**src/design/softmax_num_pkg.sv**
```systemverilog
package softmax_num_pkg;

  //////////////////////////////
  // Element and weight widths
  //////////////////////////////

  // Input element, unsigned 0..7
  localparam int X_W = 3;

  // Weight 2^x, largest is 128
  localparam int W_W = 8;

  // Row sum, up to 16 columns of 128
  localparam int SUM_W = 12;

  //////////////////////////////
  // Fixed-point result
  //////////////////////////////

  // Fraction bits of a probability
  localparam int FRAC_W = 8;

  // Result width, 1.0 needs the extra integer bit
  localparam int Y_W = 9;

  // Dividend is the weight shifted up by the fraction
  localparam int DIVD_W = W_W + FRAC_W;

  // Partial remainder, one bit over the divisor
  localparam int REM_W = SUM_W + 1;

endpackage

```
**src/design/softmax_ctrl_pkg.sv**
```systemverilog
package softmax_ctrl_pkg;

  //////////////////////////////
  // Controller FSM
  //////////////////////////////

  // IDLE waits for START
  // RUN takes input elements
  // DRAIN waits for the last results
  typedef enum logic [1:0] {
    IDLE,
    RUN,
    DRAIN
  } ctrl_state_t;

  //////////////////////////////
  // Row buffer access
  //////////////////////////////

  // Opcode carried with each buffer request
  typedef enum logic [1:0] {
    MEM_IDLE,
    MEM_WRITE,
    MEM_READ
  } mem_op_t;

endpackage

```
**src/design/matrix_softmax_ctrl.sv**
```systemverilog
`timescale 1ns/1ps

module matrix_softmax_ctrl
  import softmax_num_pkg::*;
  import softmax_ctrl_pkg::*;
#(
  parameter int MAX_J      = 16,
  parameter int IN_CREDITS = 2
) (
  input  logic                     CLK,
  input  logic                     RST,
  input  logic                     START,
  input  logic [3:0]               size_i,
  input  logic [4:0]               size_j,
  input  logic                     in_valid,
  input  logic [X_W-1:0]           in_x,
  output logic                     in_credit,
  output logic                     READY,
  output logic                     elem_valid,
  output logic [X_W-1:0]           elem_x,
  output logic                     elem_last,
  output logic [$clog2(MAX_J)-1:0] elem_col,
  output logic                     elem_bank,
  input  logic                     wr_pending,
  input  logic                     banks_full,
  input  logic                     out_done
);

  localparam int AW = $clog2(MAX_J);
  localparam int QW = (IN_CREDITS > 1) ? $clog2(IN_CREDITS) : 1;
  localparam int CW = $clog2(IN_CREDITS + 1);

  ctrl_state_t    state;
  logic [3:0]     size_i_q;
  logic [4:0]     size_j_q;
  logic [8:0]     total;
  logic [8:0]     acc_cnt;
  logic [8:0]     done_cnt;
  logic [X_W-1:0] q_x [IN_CREDITS];
  logic [QW-1:0]  q_wp;
  logic [QW-1:0]  q_rp;
  logic [CW-1:0]  q_cnt;
  logic [AW-1:0]  col_idx;
  logic [3:0]     row_idx;
  logic           accept;
  logic           fwd;
  logic           last_col;

  // Elements in the whole matrix
  assign total = size_i_q * size_j_q;

  // Producer only sends while holding a credit
  assign accept = (state == RUN) && in_valid;

  // Hand one element on when the write path and a bank are free
  assign fwd = (q_cnt != '0) && !wr_pending && !banks_full;

  assign last_col = (col_idx == AW'(size_j_q - 5'd1));

  // Credit goes back as the element leaves the queue
  assign in_credit  = fwd;
  assign elem_valid = fwd;
  assign elem_x     = q_x[q_rp];
  assign elem_col   = col_idx;
  assign elem_last  = last_col;
  // Row parity picks the bank
  assign elem_bank  = row_idx[0];

  //////////////////////////////
  // Input element queue
  //////////////////////////////

  // One slot per outstanding credit, so it never overflows
  always_ff @(posedge CLK) begin
    if (accept) begin
      q_x[q_wp] <= in_x;
    end
  end

  always_ff @(posedge CLK or posedge RST) begin
    if (RST) begin
      q_wp  <= '0;
      q_rp  <= '0;
      q_cnt <= '0;
    end else begin
      if (accept) begin
        q_wp <= (q_wp == QW'(IN_CREDITS - 1)) ? '0 : q_wp + 1'b1;
      end
      if (fwd) begin
        q_rp <= (q_rp == QW'(IN_CREDITS - 1)) ? '0 : q_rp + 1'b1;
      end
      q_cnt <= q_cnt + CW'(accept) - CW'(fwd);
    end
  end

  //////////////////////////////
  // Row and column indices
  //////////////////////////////

  always_ff @(posedge CLK or posedge RST) begin
    if (RST) begin
      col_idx <= '0;
      row_idx <= '0;
    end else if (state == IDLE && START) begin
      col_idx <= '0;
      row_idx <= '0;
    end else if (fwd) begin
      // Wrap to the next row after the last column
      if (last_col) begin
        col_idx <= '0;
        row_idx <= row_idx + 4'd1;
      end else begin
        col_idx <= col_idx + 1'b1;
      end
    end
  end

  //////////////////////////////
  // Control FSM
  //////////////////////////////

  always_ff @(posedge CLK or posedge RST) begin
    if (RST) begin
      state    <= IDLE;
      size_i_q <= '0;
      size_j_q <= '0;
      acc_cnt  <= '0;
      done_cnt <= '0;
      READY    <= 1'b0;
    end else begin
      // Single-cycle pulse
      READY <= 1'b0;
      // Results can leave while input is still running
      if (out_done) begin
        done_cnt <= done_cnt + 9'd1;
      end
      case (state)
        IDLE: begin
          if (START) begin
            size_i_q <= size_i;
            size_j_q <= size_j;
            acc_cnt  <= '0;
            done_cnt <= '0;
            state    <= RUN;
          end
        end
        RUN: begin
          if (accept) begin
            acc_cnt <= acc_cnt + 9'd1;
            // Last element in, wait for the tail of the results
            if (acc_cnt + 9'd1 == total) begin
              state <= DRAIN;
            end
          end
        end
        DRAIN: begin
          if (out_done && (done_cnt + 9'd1 == total)) begin
            READY <= 1'b1;
            state <= IDLE;
          end
        end
        default: state <= IDLE;
      endcase
    end
  end

endmodule

```
**src/design/exp2_accumulate.sv**
```systemverilog
`timescale 1ns/1ps

module exp2_accumulate
  import softmax_num_pkg::*;
  import softmax_ctrl_pkg::*;
#(
  parameter int MAX_J = 16
) (
  input  logic                     CLK,
  input  logic                     RST,
  input  logic                     elem_valid,
  input  logic [X_W-1:0]           elem_x,
  input  logic                     elem_last,
  input  logic [$clog2(MAX_J)-1:0] elem_col,
  input  logic                     elem_bank,
  output logic                     wr_req,
  output mem_op_t                  wr_op,
  output logic                     wr_bank,
  output logic [$clog2(MAX_J)-1:0] wr_addr,
  output logic [W_W-1:0]           wr_data,
  input  logic                     wr_gnt,
  output logic                     wr_pending,
  output logic                     row_valid,
  output logic [SUM_W-1:0]         row_sum,
  output logic [$clog2(MAX_J):0]   row_len,
  output logic                     row_bank,
  input  logic                     row_ready
);

  localparam int AW = $clog2(MAX_J);
  localparam int LW = AW + 1;

  logic [W_W-1:0]   weight;
  logic [SUM_W-1:0] acc;
  logic             wr_last;

  // Base-two weight by shift
  assign weight = W_W'(1) << elem_x;

  assign wr_op = wr_req ? MEM_WRITE : MEM_IDLE;

  // Row end write stays pending through its grant
  // so the row hand-off is seen before the next row starts
  assign wr_pending = wr_req && (!wr_gnt || wr_last);

  //////////////////////////////
  // Write request and row sum
  //////////////////////////////

  always_ff @(posedge CLK or posedge RST) begin
    if (RST) begin
      wr_req    <= 1'b0;
      wr_last   <= 1'b0;
      acc       <= '0;
      row_valid <= 1'b0;
    end else begin
      if (wr_req && wr_gnt) begin
        wr_req <= 1'b0;
      end
      // New element may land in the grant cycle
      if (elem_valid) begin
        wr_req  <= 1'b1;
        wr_last <= elem_last;
        // Clear the running sum for the next row
        acc     <= elem_last ? '0 : acc + SUM_W'(weight);
      end
      if (row_valid && row_ready) begin
        row_valid <= 1'b0;
      end
      // Row goes out once its last weight is in the buffer
      if (wr_req && wr_gnt && wr_last) begin
        row_valid <= 1'b1;
      end
    end
  end

  // Write payload and finished-row summary
  always_ff @(posedge CLK) begin
    if (elem_valid) begin
      wr_data <= weight;
      wr_addr <= elem_col;
      wr_bank <= elem_bank;
      if (elem_last) begin
        row_sum  <= acc + SUM_W'(weight);
        row_len  <= LW'(elem_col) + LW'(1);
        row_bank <= elem_bank;
      end
    end
  end

endmodule

```
**src/design/row_buffer_arbiter.sv**
```systemverilog
`timescale 1ns/1ps

module row_buffer_arbiter
  import softmax_num_pkg::*;
  import softmax_ctrl_pkg::*;
#(
  parameter int MAX_J = 16
) (
  input  logic                     CLK,
  input  logic                     RST,
  input  logic                     wr_req,
  input  mem_op_t                  wr_op,
  input  logic                     wr_bank,
  input  logic [$clog2(MAX_J)-1:0] wr_addr,
  input  logic [W_W-1:0]           wr_data,
  output logic                     wr_gnt,
  input  logic                     rd_req,
  input  mem_op_t                  rd_op,
  input  logic                     rd_bank,
  input  logic [$clog2(MAX_J)-1:0] rd_addr,
  output logic                     rd_gnt,
  output logic [W_W-1:0]           rd_data
);

  localparam int AW = $clog2(MAX_J);

  // Bank is the top address bit
  logic [W_W-1:0] mem [2*MAX_J];
  logic           rd_first;
  logic           conflict;
  mem_op_t        acc_op;
  logic [AW:0]    acc_idx;

  //////////////////////////////
  // Round-robin grant
  //////////////////////////////

  assign conflict = wr_req && rd_req;

  // One grant per cycle, last loser goes first on a conflict
  assign wr_gnt = wr_req && (!rd_req || !rd_first);
  assign rd_gnt = rd_req && (!wr_req || rd_first);

  always_ff @(posedge CLK or posedge RST) begin
    if (RST) begin
      rd_first <= 1'b0;
    end else if (conflict) begin
      rd_first <= !rd_first;
    end
  end

  //////////////////////////////
  // Single-port weight memory
  //////////////////////////////

  // Granted side drives the one port
  always_comb begin
    if (wr_gnt) begin
      acc_op  = wr_op;
      acc_idx = {wr_bank, wr_addr};
    end else if (rd_gnt) begin
      acc_op  = rd_op;
      acc_idx = {rd_bank, rd_addr};
    end else begin
      acc_op  = MEM_IDLE;
      acc_idx = '0;
    end
  end

  // Opcode picks the access, read data lands a cycle after grant
  always_ff @(posedge CLK) begin
    case (acc_op)
      MEM_WRITE: mem[acc_idx] <= wr_data;
      MEM_READ:  rd_data <= mem[acc_idx];
      default: begin
      end
    endcase
  end

endmodule

```
**src/design/normalize_divider.sv**
```systemverilog
`timescale 1ns/1ps

module normalize_divider
  import softmax_num_pkg::*;
  import softmax_ctrl_pkg::*;
#(
  parameter int MAX_J = 16
) (
  input  logic                     CLK,
  input  logic                     RST,
  input  logic                     row_valid,
  input  logic [SUM_W-1:0]         row_sum,
  input  logic [$clog2(MAX_J):0]   row_len,
  input  logic                     row_bank,
  output logic                     row_ready,
  output logic                     rd_req,
  output mem_op_t                  rd_op,
  output logic                     rd_bank,
  output logic [$clog2(MAX_J)-1:0] rd_addr,
  input  logic                     rd_gnt,
  input  logic [W_W-1:0]           rd_data,
  input  logic                     out_credit,
  output logic                     out_valid,
  output logic [Y_W-1:0]           out_y,
  output logic                     out_done,
  output logic                     banks_full
);

  localparam int AW    = $clog2(MAX_J);
  localparam int LW    = AW + 1;
  localparam int ST_W  = $clog2(Y_W);
  localparam int CRD_W = 8;

  // Per-result phases
  typedef enum logic [2:0] {
    N_IDLE,
    N_READ,
    N_LOAD,
    N_DIV,
    N_SEND
  } norm_phase_t;

  norm_phase_t      phase;
  logic [SUM_W-1:0] q_sum  [2];
  logic [LW-1:0]    q_len  [2];
  logic             q_bank [2];
  logic             q_wp;
  logic             q_rp;
  logic [1:0]       q_cnt;
  logic             push;
  logic             pop;
  logic [AW-1:0]    col;
  logic             last_col;
  logic [ST_W-1:0]  st_cnt;
  logic [CRD_W-1:0] crd;
  logic [DIVD_W-1:0] dividend;
  logic [REM_W-1:0] rem;
  logic [REM_W-1:0] trial;
  logic [Y_W-1:0]   dlo;
  logic [Y_W-1:0]   quot;

  //////////////////////////////
  // Row queue, waiting plus in work
  //////////////////////////////

  assign row_ready = (q_cnt != 2'd2);
  assign push      = row_valid && row_ready;

  // Two held rows, or one held and one offered, fill both banks
  assign banks_full = (q_cnt == 2'd2) || ((q_cnt == 2'd1) && row_valid);

  assign last_col = (LW'(col) + LW'(1) == q_len[q_rp]);
  assign pop      = out_valid && last_col;

  always_ff @(posedge CLK) begin
    if (push) begin
      q_sum[q_wp]  <= row_sum;
      q_len[q_wp]  <= row_len;
      q_bank[q_wp] <= row_bank;
    end
  end

  always_ff @(posedge CLK or posedge RST) begin
    if (RST) begin
      q_wp  <= 1'b0;
      q_rp  <= 1'b0;
      q_cnt <= '0;
    end else begin
      if (push) begin
        q_wp <= !q_wp;
      end
      if (pop) begin
        q_rp <= !q_rp;
      end
      q_cnt <= q_cnt + 2'(push) - 2'(pop);
    end
  end

  //////////////////////////////
  // Weight read
  //////////////////////////////

  assign rd_req  = (phase == N_READ);
  assign rd_op   = rd_req ? MEM_READ : MEM_IDLE;
  assign rd_bank = q_bank[q_rp];
  assign rd_addr = col;

  //////////////////////////////
  // Restoring divider
  //////////////////////////////

  // Weight in fixed point, low fraction bits are zero
  assign dividend = {rd_data, {FRAC_W{1'b0}}};

  // Next remainder candidate with one more dividend bit
  assign trial = {rem[REM_W-2:0], dlo[Y_W-1]};

  // Quotient stays under 2^Y_W, so the top part starts below the sum
  always_ff @(posedge CLK) begin
    if (phase == N_LOAD) begin
      rem  <= REM_W'(dividend[DIVD_W-1:Y_W]);
      dlo  <= dividend[Y_W-1:0];
      quot <= '0;
    end else if (phase == N_DIV) begin
      dlo <= dlo << 1;
      if (trial >= REM_W'(q_sum[q_rp])) begin
        rem  <= trial - REM_W'(q_sum[q_rp]);
        quot <= {quot[Y_W-2:0], 1'b1};
      end else begin
        rem  <= trial;
        quot <= {quot[Y_W-2:0], 1'b0};
      end
    end
  end

  //////////////////////////////
  // Output under credit
  //////////////////////////////

  assign out_valid = (phase == N_SEND) && (crd != '0);
  assign out_y     = quot;
  assign out_done  = out_valid;

  // Credit count, saturates rather than wraps
  always_ff @(posedge CLK or posedge RST) begin
    if (RST) begin
      crd <= '0;
    end else begin
      case ({out_credit, out_valid})
        2'b10: begin
          if (crd != '1) begin
            crd <= crd + 1'b1;
          end
        end
        2'b01:   crd <= crd - 1'b1;
        default: crd <= crd;
      endcase
    end
  end

  //////////////////////////////
  // Phase sequencing
  //////////////////////////////

  always_ff @(posedge CLK or posedge RST) begin
    if (RST) begin
      phase  <= N_IDLE;
      col    <= '0;
      st_cnt <= '0;
    end else begin
      case (phase)
        N_IDLE: begin
          if (q_cnt != '0) begin
            phase <= N_READ;
          end
        end
        // Hold the request until granted
        N_READ: begin
          if (rd_gnt) begin
            phase <= N_LOAD;
          end
        end
        // Read data valid here
        N_LOAD: begin
          st_cnt <= '0;
          phase  <= N_DIV;
        end
        N_DIV: begin
          st_cnt <= st_cnt + 1'b1;
          if (st_cnt == ST_W'(Y_W - 1)) begin
            phase <= N_SEND;
          end
        end
        // Result waits in place for a credit
        N_SEND: begin
          if (out_valid) begin
            if (last_col) begin
              col   <= '0;
              phase <= N_IDLE;
            end else begin
              col   <= col + 1'b1;
              phase <= N_READ;
            end
          end
        end
        default: phase <= N_IDLE;
      endcase
    end
  end

endmodule

```
**src/design/matrix_softmax_top.sv**
```systemverilog
`timescale 1ns/1ps

module matrix_softmax_top
  import softmax_num_pkg::*;
  import softmax_ctrl_pkg::*;
#(
  parameter int MAX_J      = 16,
  parameter int IN_CREDITS = 2
) (
  input  logic           CLK,
  input  logic           RST,
  input  logic           START,
  input  logic [3:0]     size_i,
  input  logic [4:0]     size_j,
  input  logic           in_valid,
  input  logic [X_W-1:0] in_x,
  output logic           in_credit,
  input  logic           out_credit,
  output logic           out_valid,
  output logic [Y_W-1:0] out_y,
  output logic           READY
);

  localparam int AW = $clog2(MAX_J);

  // Controller to exponent unit
  logic           elem_valid;
  logic [X_W-1:0] elem_x;
  logic           elem_last;
  logic [AW-1:0]  elem_col;
  logic           elem_bank;
  logic           wr_pending;

  // Exponent unit write port
  logic           wr_req;
  mem_op_t        wr_op;
  logic           wr_bank;
  logic [AW-1:0]  wr_addr;
  logic [W_W-1:0] wr_data;
  logic           wr_gnt;

  // Row hand-off
  logic             row_valid;
  logic [SUM_W-1:0] row_sum;
  logic [AW:0]      row_len;
  logic             row_bank;
  logic             row_ready;

  // Normalizer read port
  logic           rd_req;
  mem_op_t        rd_op;
  logic           rd_bank;
  logic [AW-1:0]  rd_addr;
  logic           rd_gnt;
  logic [W_W-1:0] rd_data;

  // Back to the controller
  logic out_done;
  logic banks_full;

  matrix_softmax_ctrl #(
    .MAX_J      (MAX_J),
    .IN_CREDITS (IN_CREDITS)
  ) ctrl_inst (
    .CLK        (CLK),
    .RST        (RST),
    .START      (START),
    .size_i     (size_i),
    .size_j     (size_j),
    .in_valid   (in_valid),
    .in_x       (in_x),
    .in_credit  (in_credit),
    .READY      (READY),
    .elem_valid (elem_valid),
    .elem_x     (elem_x),
    .elem_last  (elem_last),
    .elem_col   (elem_col),
    .elem_bank  (elem_bank),
    .wr_pending (wr_pending),
    .banks_full (banks_full),
    .out_done   (out_done)
  );

  exp2_accumulate #(
    .MAX_J (MAX_J)
  ) exp2_inst (
    .CLK        (CLK),
    .RST        (RST),
    .elem_valid (elem_valid),
    .elem_x     (elem_x),
    .elem_last  (elem_last),
    .elem_col   (elem_col),
    .elem_bank  (elem_bank),
    .wr_req     (wr_req),
    .wr_op      (wr_op),
    .wr_bank    (wr_bank),
    .wr_addr    (wr_addr),
    .wr_data    (wr_data),
    .wr_gnt     (wr_gnt),
    .wr_pending (wr_pending),
    .row_valid  (row_valid),
    .row_sum    (row_sum),
    .row_len    (row_len),
    .row_bank   (row_bank),
    .row_ready  (row_ready)
  );

  row_buffer_arbiter #(
    .MAX_J (MAX_J)
  ) buf_inst (
    .CLK     (CLK),
    .RST     (RST),
    .wr_req  (wr_req),
    .wr_op   (wr_op),
    .wr_bank (wr_bank),
    .wr_addr (wr_addr),
    .wr_data (wr_data),
    .wr_gnt  (wr_gnt),
    .rd_req  (rd_req),
    .rd_op   (rd_op),
    .rd_bank (rd_bank),
    .rd_addr (rd_addr),
    .rd_gnt  (rd_gnt),
    .rd_data (rd_data)
  );

  normalize_divider #(
    .MAX_J (MAX_J)
  ) norm_inst (
    .CLK        (CLK),
    .RST        (RST),
    .row_valid  (row_valid),
    .row_sum    (row_sum),
    .row_len    (row_len),
    .row_bank   (row_bank),
    .row_ready  (row_ready),
    .rd_req     (rd_req),
    .rd_op      (rd_op),
    .rd_bank    (rd_bank),
    .rd_addr    (rd_addr),
    .rd_gnt     (rd_gnt),
    .rd_data    (rd_data),
    .out_credit (out_credit),
    .out_valid  (out_valid),
    .out_y      (out_y),
    .out_done   (out_done),
    .banks_full (banks_full)
  );

endmodule

```
**config.mk**
```make
export PLATFORM = sky130hd
export DESIGN_NAME = matrix_softmax_top
export DESIGN_NICKNAME = d
export VERILOG_FILES = /design/src/design/softmax_num_pkg.sv /design/src/design/softmax_ctrl_pkg.sv /design/src/design/matrix_softmax_ctrl.sv /design/src/design/exp2_accumulate.sv /design/src/design/row_buffer_arbiter.sv /design/src/design/normalize_divider.sv /design/src/design/matrix_softmax_top.sv
export SDC_FILE = /design/constraint.sdc
export NUM_CORES = 1
export LEC_CHECK = 0
export BUFFER_PORTS_ARGS = -buffer_cell sky130_fd_sc_hd__buf_2
export CORE_UTILIZATION = 40
export DETAILED_ROUTE_END_ITERATION = 8
export GPL_TIMING_DRIVEN = 0
export SETUP_SLACK_MARGIN = 0.5
export SYNTH_ARGS = -nofsm -noshare
export SYNTH_HDL_FRONTEND = slang
export SYNTH_SLANG_ARGS = --single-unit
```
**constraint.sdc**
```tcl
create_clock -name CLK -period 9.2 [get_ports CLK]
set_input_delay 0.92 -clock CLK [delete_from_list [all_inputs] [get_ports CLK]]
set_output_delay 0.92 -clock CLK [all_outputs]
set_load 0.01 [all_outputs]
```
==> results of run 1 <==
area by class of cell:
type                       count  area (um2)
buffer                        59         239
tap                          607         759
timing repair buffer          30         195
fill                        4157       25300
multi-input combinational    894        6040
sequential                   437       12600
clock inverter                18         209
inverter                      50         190
clock buffer                  63        1220
cell families (layout without fill, tap and decap cells):
logic type	Yosys count	count (layout)	share of synthesized area, %
fa+ha+maj	59	59	4.23
buf+inv	109	220	2.24
flops	437	437	66.1
simple gates	430	430	10.7
xor+xnor	83	83	4.01
compound gates	282	282	10.5
mux	40	40	2.18
worst max-delay path by stage:
stage                                           start                         endpoint  slack, ps  cells after the start
floorplan           ctrl_inst.size_j_q[0]$_DFFE_PP0P_   ctrl_inst.state[1]$_DFFE_PP0P_       5370                     12
global placement                                  RST  norm_inst.st_cnt[0]$_DFFE_PP0P_       4990                      2
detailed placement  ctrl_inst.size_j_q[0]$_DFFE_PP0P_   ctrl_inst.state[1]$_DFFE_PP0P_       5030                     11
CTS                 ctrl_inst.size_j_q[0]$_DFFE_PP0P_   ctrl_inst.state[1]$_DFFE_PP0P_       5010                     11
global route        ctrl_inst.size_j_q[0]$_DFFE_PP0P_   ctrl_inst.state[1]$_DFFE_PP0P_       4840                     12
finish                 norm_inst.phase[1]$_DFFE_PP0P_    buf_inst.mem[20][6]$_DFFE_PP_       4980                      8
power breakdown:
part	internal [mW]	leakage (nW)	switching, mW
sequential	2.81	4.26	0.448
combinational	1.11	2.80	1.99
clock	1.04	0.692	0.757
through the flow:
stage | hold slack, ps | util [%]
floorplan | 421 | -
global placement | 427 | 42.7
detailed placement | 437 | 42.7
CTS | 278 | 45.8
global route | 300 | 45.9
finish | 294 | 45.9
synthesized netlist by cell type, types with 9 or more instances:
cell | instances | share of area [%]
and2_1 | 10 | 0.33
nor2b_1 | 11 | 0.36
nor3_1 | 14 | 0.37
edfxtp_1 | 345 | 54
ha_1 | 50 | 3.3
inv_1 | 47 | 0.93
fa_1 | 9 | 0.95
xnor2_1 | 55 | 2.5
dfrtp_1 | 78 | 10
o21ai_0 | 39 | 1.0
a222oi_1 | 64 | 3.4
clkbuf_1 | 45 | 0.89
a21o_1 | 11 | 0.43
nand2_1 | 162 | 3.2
nor2_1 | 110 | 2.2
xor2_1 | 24 | 1.1
mux2_2 | 12 | 0.71
nand3_1 | 34 | 0.89
nand2b_1 | 13 | 0.43
a21oi_1 | 102 | 2.7
nor4_1 | 21 | 0.69
a22o_1 | 10 | 0.46
dfxtp_1 | 14 | 1.5
mux2i_1 | 28 | 1.5
sequential cells by signal, indices dropped and copies added, names as in the netlist, 3 cells and up:
name and flops:
exp2_inst.acc 12, ctrl_inst.size_j_q 5, ctrl_inst.acc_cnt 9, norm_inst.st_cnt 4, exp2_inst.row_len 5, buf_inst.mem 256
ctrl_inst.done_cnt 9, exp2_inst.row_sum 12, norm_inst.rem 12, ctrl_inst.elem_col 4, ctrl_inst.size_i_q 4, norm_inst.q_sum 24
norm_inst.crd 8, norm_inst.rd_addr 4, norm_inst.out_y 9, exp2_inst.wr_addr 4, ctrl_inst.q_x 6, exp2_inst.wr_data 8
buf_inst.rd_data 8, norm_inst.phase 3, norm_inst.q_len 10
layer usage:
| metal | GRT usage (%) | share of wire [%] |
|---|---|---|
| met1 | 26.9 | 44 |
| met2 | 30.9 | 47 |
| met3 | 3.29 | 7.1 |
| met4 | 5.82 | 2.4 |
| met5 | 0 | 0 |
worst reg2reg max path, cell delays in order (launching register included):
cell       delay [ps]
dfrtp_1           460
nand4bb_1         210
buf_4             190
nand2_1            90
o22a_1            170
buf_2             280
buf_1             740
nand3_1           770
nor2_1            940
==> flow_summary.ini, run 1 <==
[run_status]
status = finished with violations
violations = design-rule violations

[floorplanning]
die_w_um = 220
fp-row-count = 79
core-area_um2 = 46800
dieArea_um2 = 48500
die_height_um = 220
io_pins = 29
initial_core_util_pct = 40.8

[critical_path]
worstPathCellList = nand4bb_1, buf_4, nand2_1, o22a_1, buf_2, buf_1, nand3_1, nor2_1
cp_top_family = simple AND/OR/NAND/NOR gates
rrSetupSlack_ps = 4980
cpPeakStageDelay_ps = 940
cp_slowest_cell = nor2_1
crit_arrival_ps = 4420
critPathKind = reg2reg
worstSetupEndpointType = register
reg2reg_from = norm_inst.phase[1]$_DFFE_PP0P_
timing.rr.end = buf_inst.mem[20][6]$_DFFE_PP_
critPathLaunchType = register
cp.required_ps = 9400
critical_path_buf_inv_count = 3
worstRegToRegCells = 8
cp_max_fo = 10

[sta]
slew_viol_final = 0
relSlewSlack_pct = 7.47
setup_slack_ps = 4980
rsz0062_at_grt = false
max_freq_ghz = 0.237
setup_tns_ps = 0
setup_violations = 0
tightestPinTransition_ps = 1390
layout_min_cycle_time_ps = 4220
finalCritPeriodShare_pct = 45.9
skew_ps = 15.8
hold_violations = 0

[synthesis]
synth_edf_count = 345
synth_seq_cells = 437
synth_warnings = 0
ys_seq_area_share_pct = 66.1
syn_area_um2 = 19100
synth_cell_types = 84
synth_nets = 1516
netlist_instances = 1440
dominantRegCellSynth = edfxtp_1
async_flop_share_pct = 17.8
syn_area_per_cell_um2 = 13.2

[power_and_ir_drop]
peakVddDrop_mv = 0.231
total_power_mw = 8.16
power_leakage_nw = 7.75
powerDensity_nw_per_um2 = 381

[layout]
fin_cells = 2158
drive_gt1_share_pct = 9.35
mostFrequentLayoutCells = edfxtp_1 (345), nand2_1 (162), nor2_1 (109)
design_area_um2 = 21400
areaGrowthSynthToFinish_pct = 12.6
fin_nets = 1594
final_common_cell = edfxtp_1
antenna_cells = 0

[placement]
dpl_cell_area_um2 = 20000
place_ws_ps = 5030
place_hpwl_mm = 30.9
placed_cells = 2076
portBuffers = 28
routabilityCongestion = 0.930

[clock_tree]
cts_made_buffers = 46
cts_sinks = 437
cts.htree.levels = 2
cts-resized-gates = 0
clkLatencyLatePin_ps = 580
root_buffer = clkbuf_16
tritoncts = done
ctsHoldBuffers = 0
clkSlewWorstSetupHoldPaths_ps = 60
post-cts-setup-buffers = 0
cts.path.max_buffers = 3

[global_route]
grt_max_degree = 63
grt_pass1_vias = 11900
antenna_found_initial = 0
gr-total-overflow = 0
grt_pass1_wl_mm = 70.7
grtUsageTotal_pct = 19.3

[drt]
wl_per_cell_um = 21.4
drcViolationCount = 2
vias = 12200
dr.pass1.iters = 9
drt_first_iter_violations = 1339
drt_wl_total_mm = 46.3
viasPerCell = 5.63
ant_nets = 0

[min_path]
min_path_type = in2async

[job]
cap_viol_max_count = 0
Power figures use the tool's default switching activity.
==> run 2, diff against run 1 <==
- clock period: 9.2 -> 4.3 ns (I/O delays scaled with it)
==> run 2 against run 1 <==
Against the previous run:
- the run still ends with design-rule violations left
- worst setup slack got worse by 4400 ps
- utilization rose by 1.1 points
- design area grew 2.4%
- power grew 120%
==> flow_summary.ini, run 2 (synthesis results as in run 1) <==
[run_status]
status = finished with violations
violations = design-rule violations

[layout]
largest_register_ff_count = 256
regMostFlops = buf_inst.mem
reg_top3 = buf_inst.mem x256, norm_inst.q_sum x24
antenna_cells = 0
final_common_cell = edfxtp_1
areaGrowthSynthToFinish_pct = 15.3
fin_nets = 1617
drive_gt1_share_pct = 13.2
mostFrequentLayoutCells = edfxtp_1 (345), nand2_1 (160), nor2_1 (100), a21oi_1 (100), dfrtp_1 (74)

[sta]
rsz0062_at_grt = true
finalCritPeriodShare_pct = 87.1
slew_viol_final = 0
skew_ps = 37.3
setup_violations = 0
layout_min_cycle_time_ps = 3750
max_freq_ghz = 0.267
hold_violations = 0
relSlewSlack_pct = 6.30
tightestPinTransition_ps = 1410
fin_hold_ws_ps = 42.7
setup_tns_ps = 0

[power_and_ir_drop]
power_leakage_nw = 7.95
power_frac_comb_pct = 39.3
peakVddDrop_mv = 0.632
powerDensity_nw_per_um2 = 832
p_clk_share_pct = 22.5
p_switching_mw = 7.12
p_seq_share_pct = 38.2
p_sw_share_pct = 39.0
p_int_mw = 11.2

[job]
cap_viol_max_count = 0

[drt]
viasPerCell = 5.56
dr.pass1.iters = 8
drt_first_iter_violations = 1482
wl_per_cell_um = 21.4
drt_wl_total_mm = 46.8
ant_nets = 0
vias = 12200
drcViolationCount = 2

[clock_tree]
cts.path.max_buffers = 3
root_buffer = clkbuf_16
cts_made_buffers = 48
cts_sinks = 437
cts.htree.levels = 2
clkSlewWorstSetupHoldPaths_ps = 60
clkLatencyLatePin_ps = 600
tritoncts = done

[placement]
portBuffers = 28
place_hpwl_mm = 30.8
routabilityCongestion = 0.909

[floorplanning]
io_pins = 29
die_height_um = 220
fp-row-count = 79
die_w_um = 220
core-area_um2 = 46800
dieArea_um2 = 48500
initial_core_util_pct = 40.8

[critical_path]
worstPathCellList = buf_4, and2_1, ha_1, ha_1, ha_1, fa_2, a211o_1, nand2_1, xnor3_1, o221ai_2, mux2i_1, or4_4, a22o_1
cpPeakStageDelay_ps = 500
cp.required_ps = 4780
worstSetupEndpointType = register
cp_top_family = adder cells
critical_path_buf_inv_count = 1
critPathLaunchType = register
crit_arrival_ps = 4230
cp_slowest_cell = or4_4
cp_max_fo = 6
critPathKind = reg2reg
crit_top_cell = ha_1

[global_route]
grtUsageTotal_pct = 19.4
grt_pass1_vias = 11900
grt_max_degree = 48
antenna_found_initial = 1
gr-total-overflow = 0
grt_pass1_wl_mm = 70.4

[min_path]
min_path_type = in2reg
-- run 2: changes by cell type in the layout (fill, tap and decap cells not counted), sizes merged --
cell,before,now
buf,44,62
clkbuf,108,114
clkinvlp,2,5
clkinv,10,12
dlygate4sd3,0,2
bufinv,4,3
inv,52,51
-- run 2: area by class of cell --
type	count	area, um2
clock buffers	68	1360
repair buffers	51	357
multi-input cells	894	6220
well taps	607	759
clock inverters	21	248
flip-flops and latches	437	12600
inverters	50	190
fillers	4115	24800
plain buffers	59	243
-- run 2: metrics by stage --
| step | cell area, um2 | instances | util, % | power [mW] | setup WS, ps |
|---|---|---|---|---|---|
| final | 22000 | 2187 | 47.0 | 18.3 | 554 |
| after detailed placement | 20000 | 2077 | 42.8 | 13.6 | 194 |
| after global routing | 22000 | 2187 | 47.0 | 19.2 | 419 |
| after CTS | 21800 | 2182 | 46.7 | 18.1 | 506 |
| after floorplan | 19100 | 1440 | - | 11.3 | 504 |
| after global placement | 20000 | 2075 | 42.7 | 13.5 | 172 |
-- run 2: path summary, 6_finish.rpt --
kind                       cells after the start                              end  slack (ps)                              start
setup / recovery                              13   ctrl_inst.state[1]$_DFFE_PP0P_         550  ctrl_inst.size_j_q[0]$_DFFE_PP0P_
hold / removal                                 1    ctrl_inst.q_x[0][1]$_DFFE_PP_          40                            in_x[1]
setup reg to reg                              13   ctrl_inst.state[1]$_DFFE_PP0P_         550  ctrl_inst.size_j_q[0]$_DFFE_PP0P_
hold reg to reg                                0  norm_inst.q_len[0][0]$_DFFE_PP_         440     exp2_inst.row_len[0]$_DFFE_PP_
max in group asynchronous                      4  ctrl_inst.done_cnt[3]$_DFF_PP0_        3270                                RST
min in group asynchronous                      3   ctrl_inst.state[1]$_DFFE_PP0P_         410                                RST
-- run 2: power by group through the flow --
stage | Clock (mW) | Combinational (mW) | Sequential [mW]
after global placement | 0 | 6.43 | 7.04
after CTS | 4.18 | 6.94 | 7.00
after detailed placement | 0 | 6.53 | 7.09
after floorplan | 0 | 4.63 | 6.63
final | 4.12 | 7.18 | 6.98
after global routing | 4.32 | 7.81 | 7.11
-- run 2: repair_timing --
item,CTS,global route
hold buffers,2,0
pin swaps,15,11
resized for setup,25,20
buffers inserted,14,4
endpoints found under the hold margin,32,0
setup endpoints to repair,72,54
gates cloned,0,0
-- run 2: metal layers --
layer,share of wire (%),up-vias,global-route usage [%]
met5,0,-,0
met4,3.0,0,7.13
met3,6.2,88,3.12
met2,46,387,30.7
met1,45,6037,26.9
li1,-,5656,-
-- run 2: worst reg2reg max path: stages, from the launching register on --
cell and delay (ps):
dfrtp_2 410, buf_4 160, and2_1 160, ha_1 290, ha_1 300, ha_1 260
fa_2 400, a211o_1 310, nand2_1 90, xnor3_1 320, o221ai_2 150, mux2i_1 90
or4_4 500, a22o_1 190
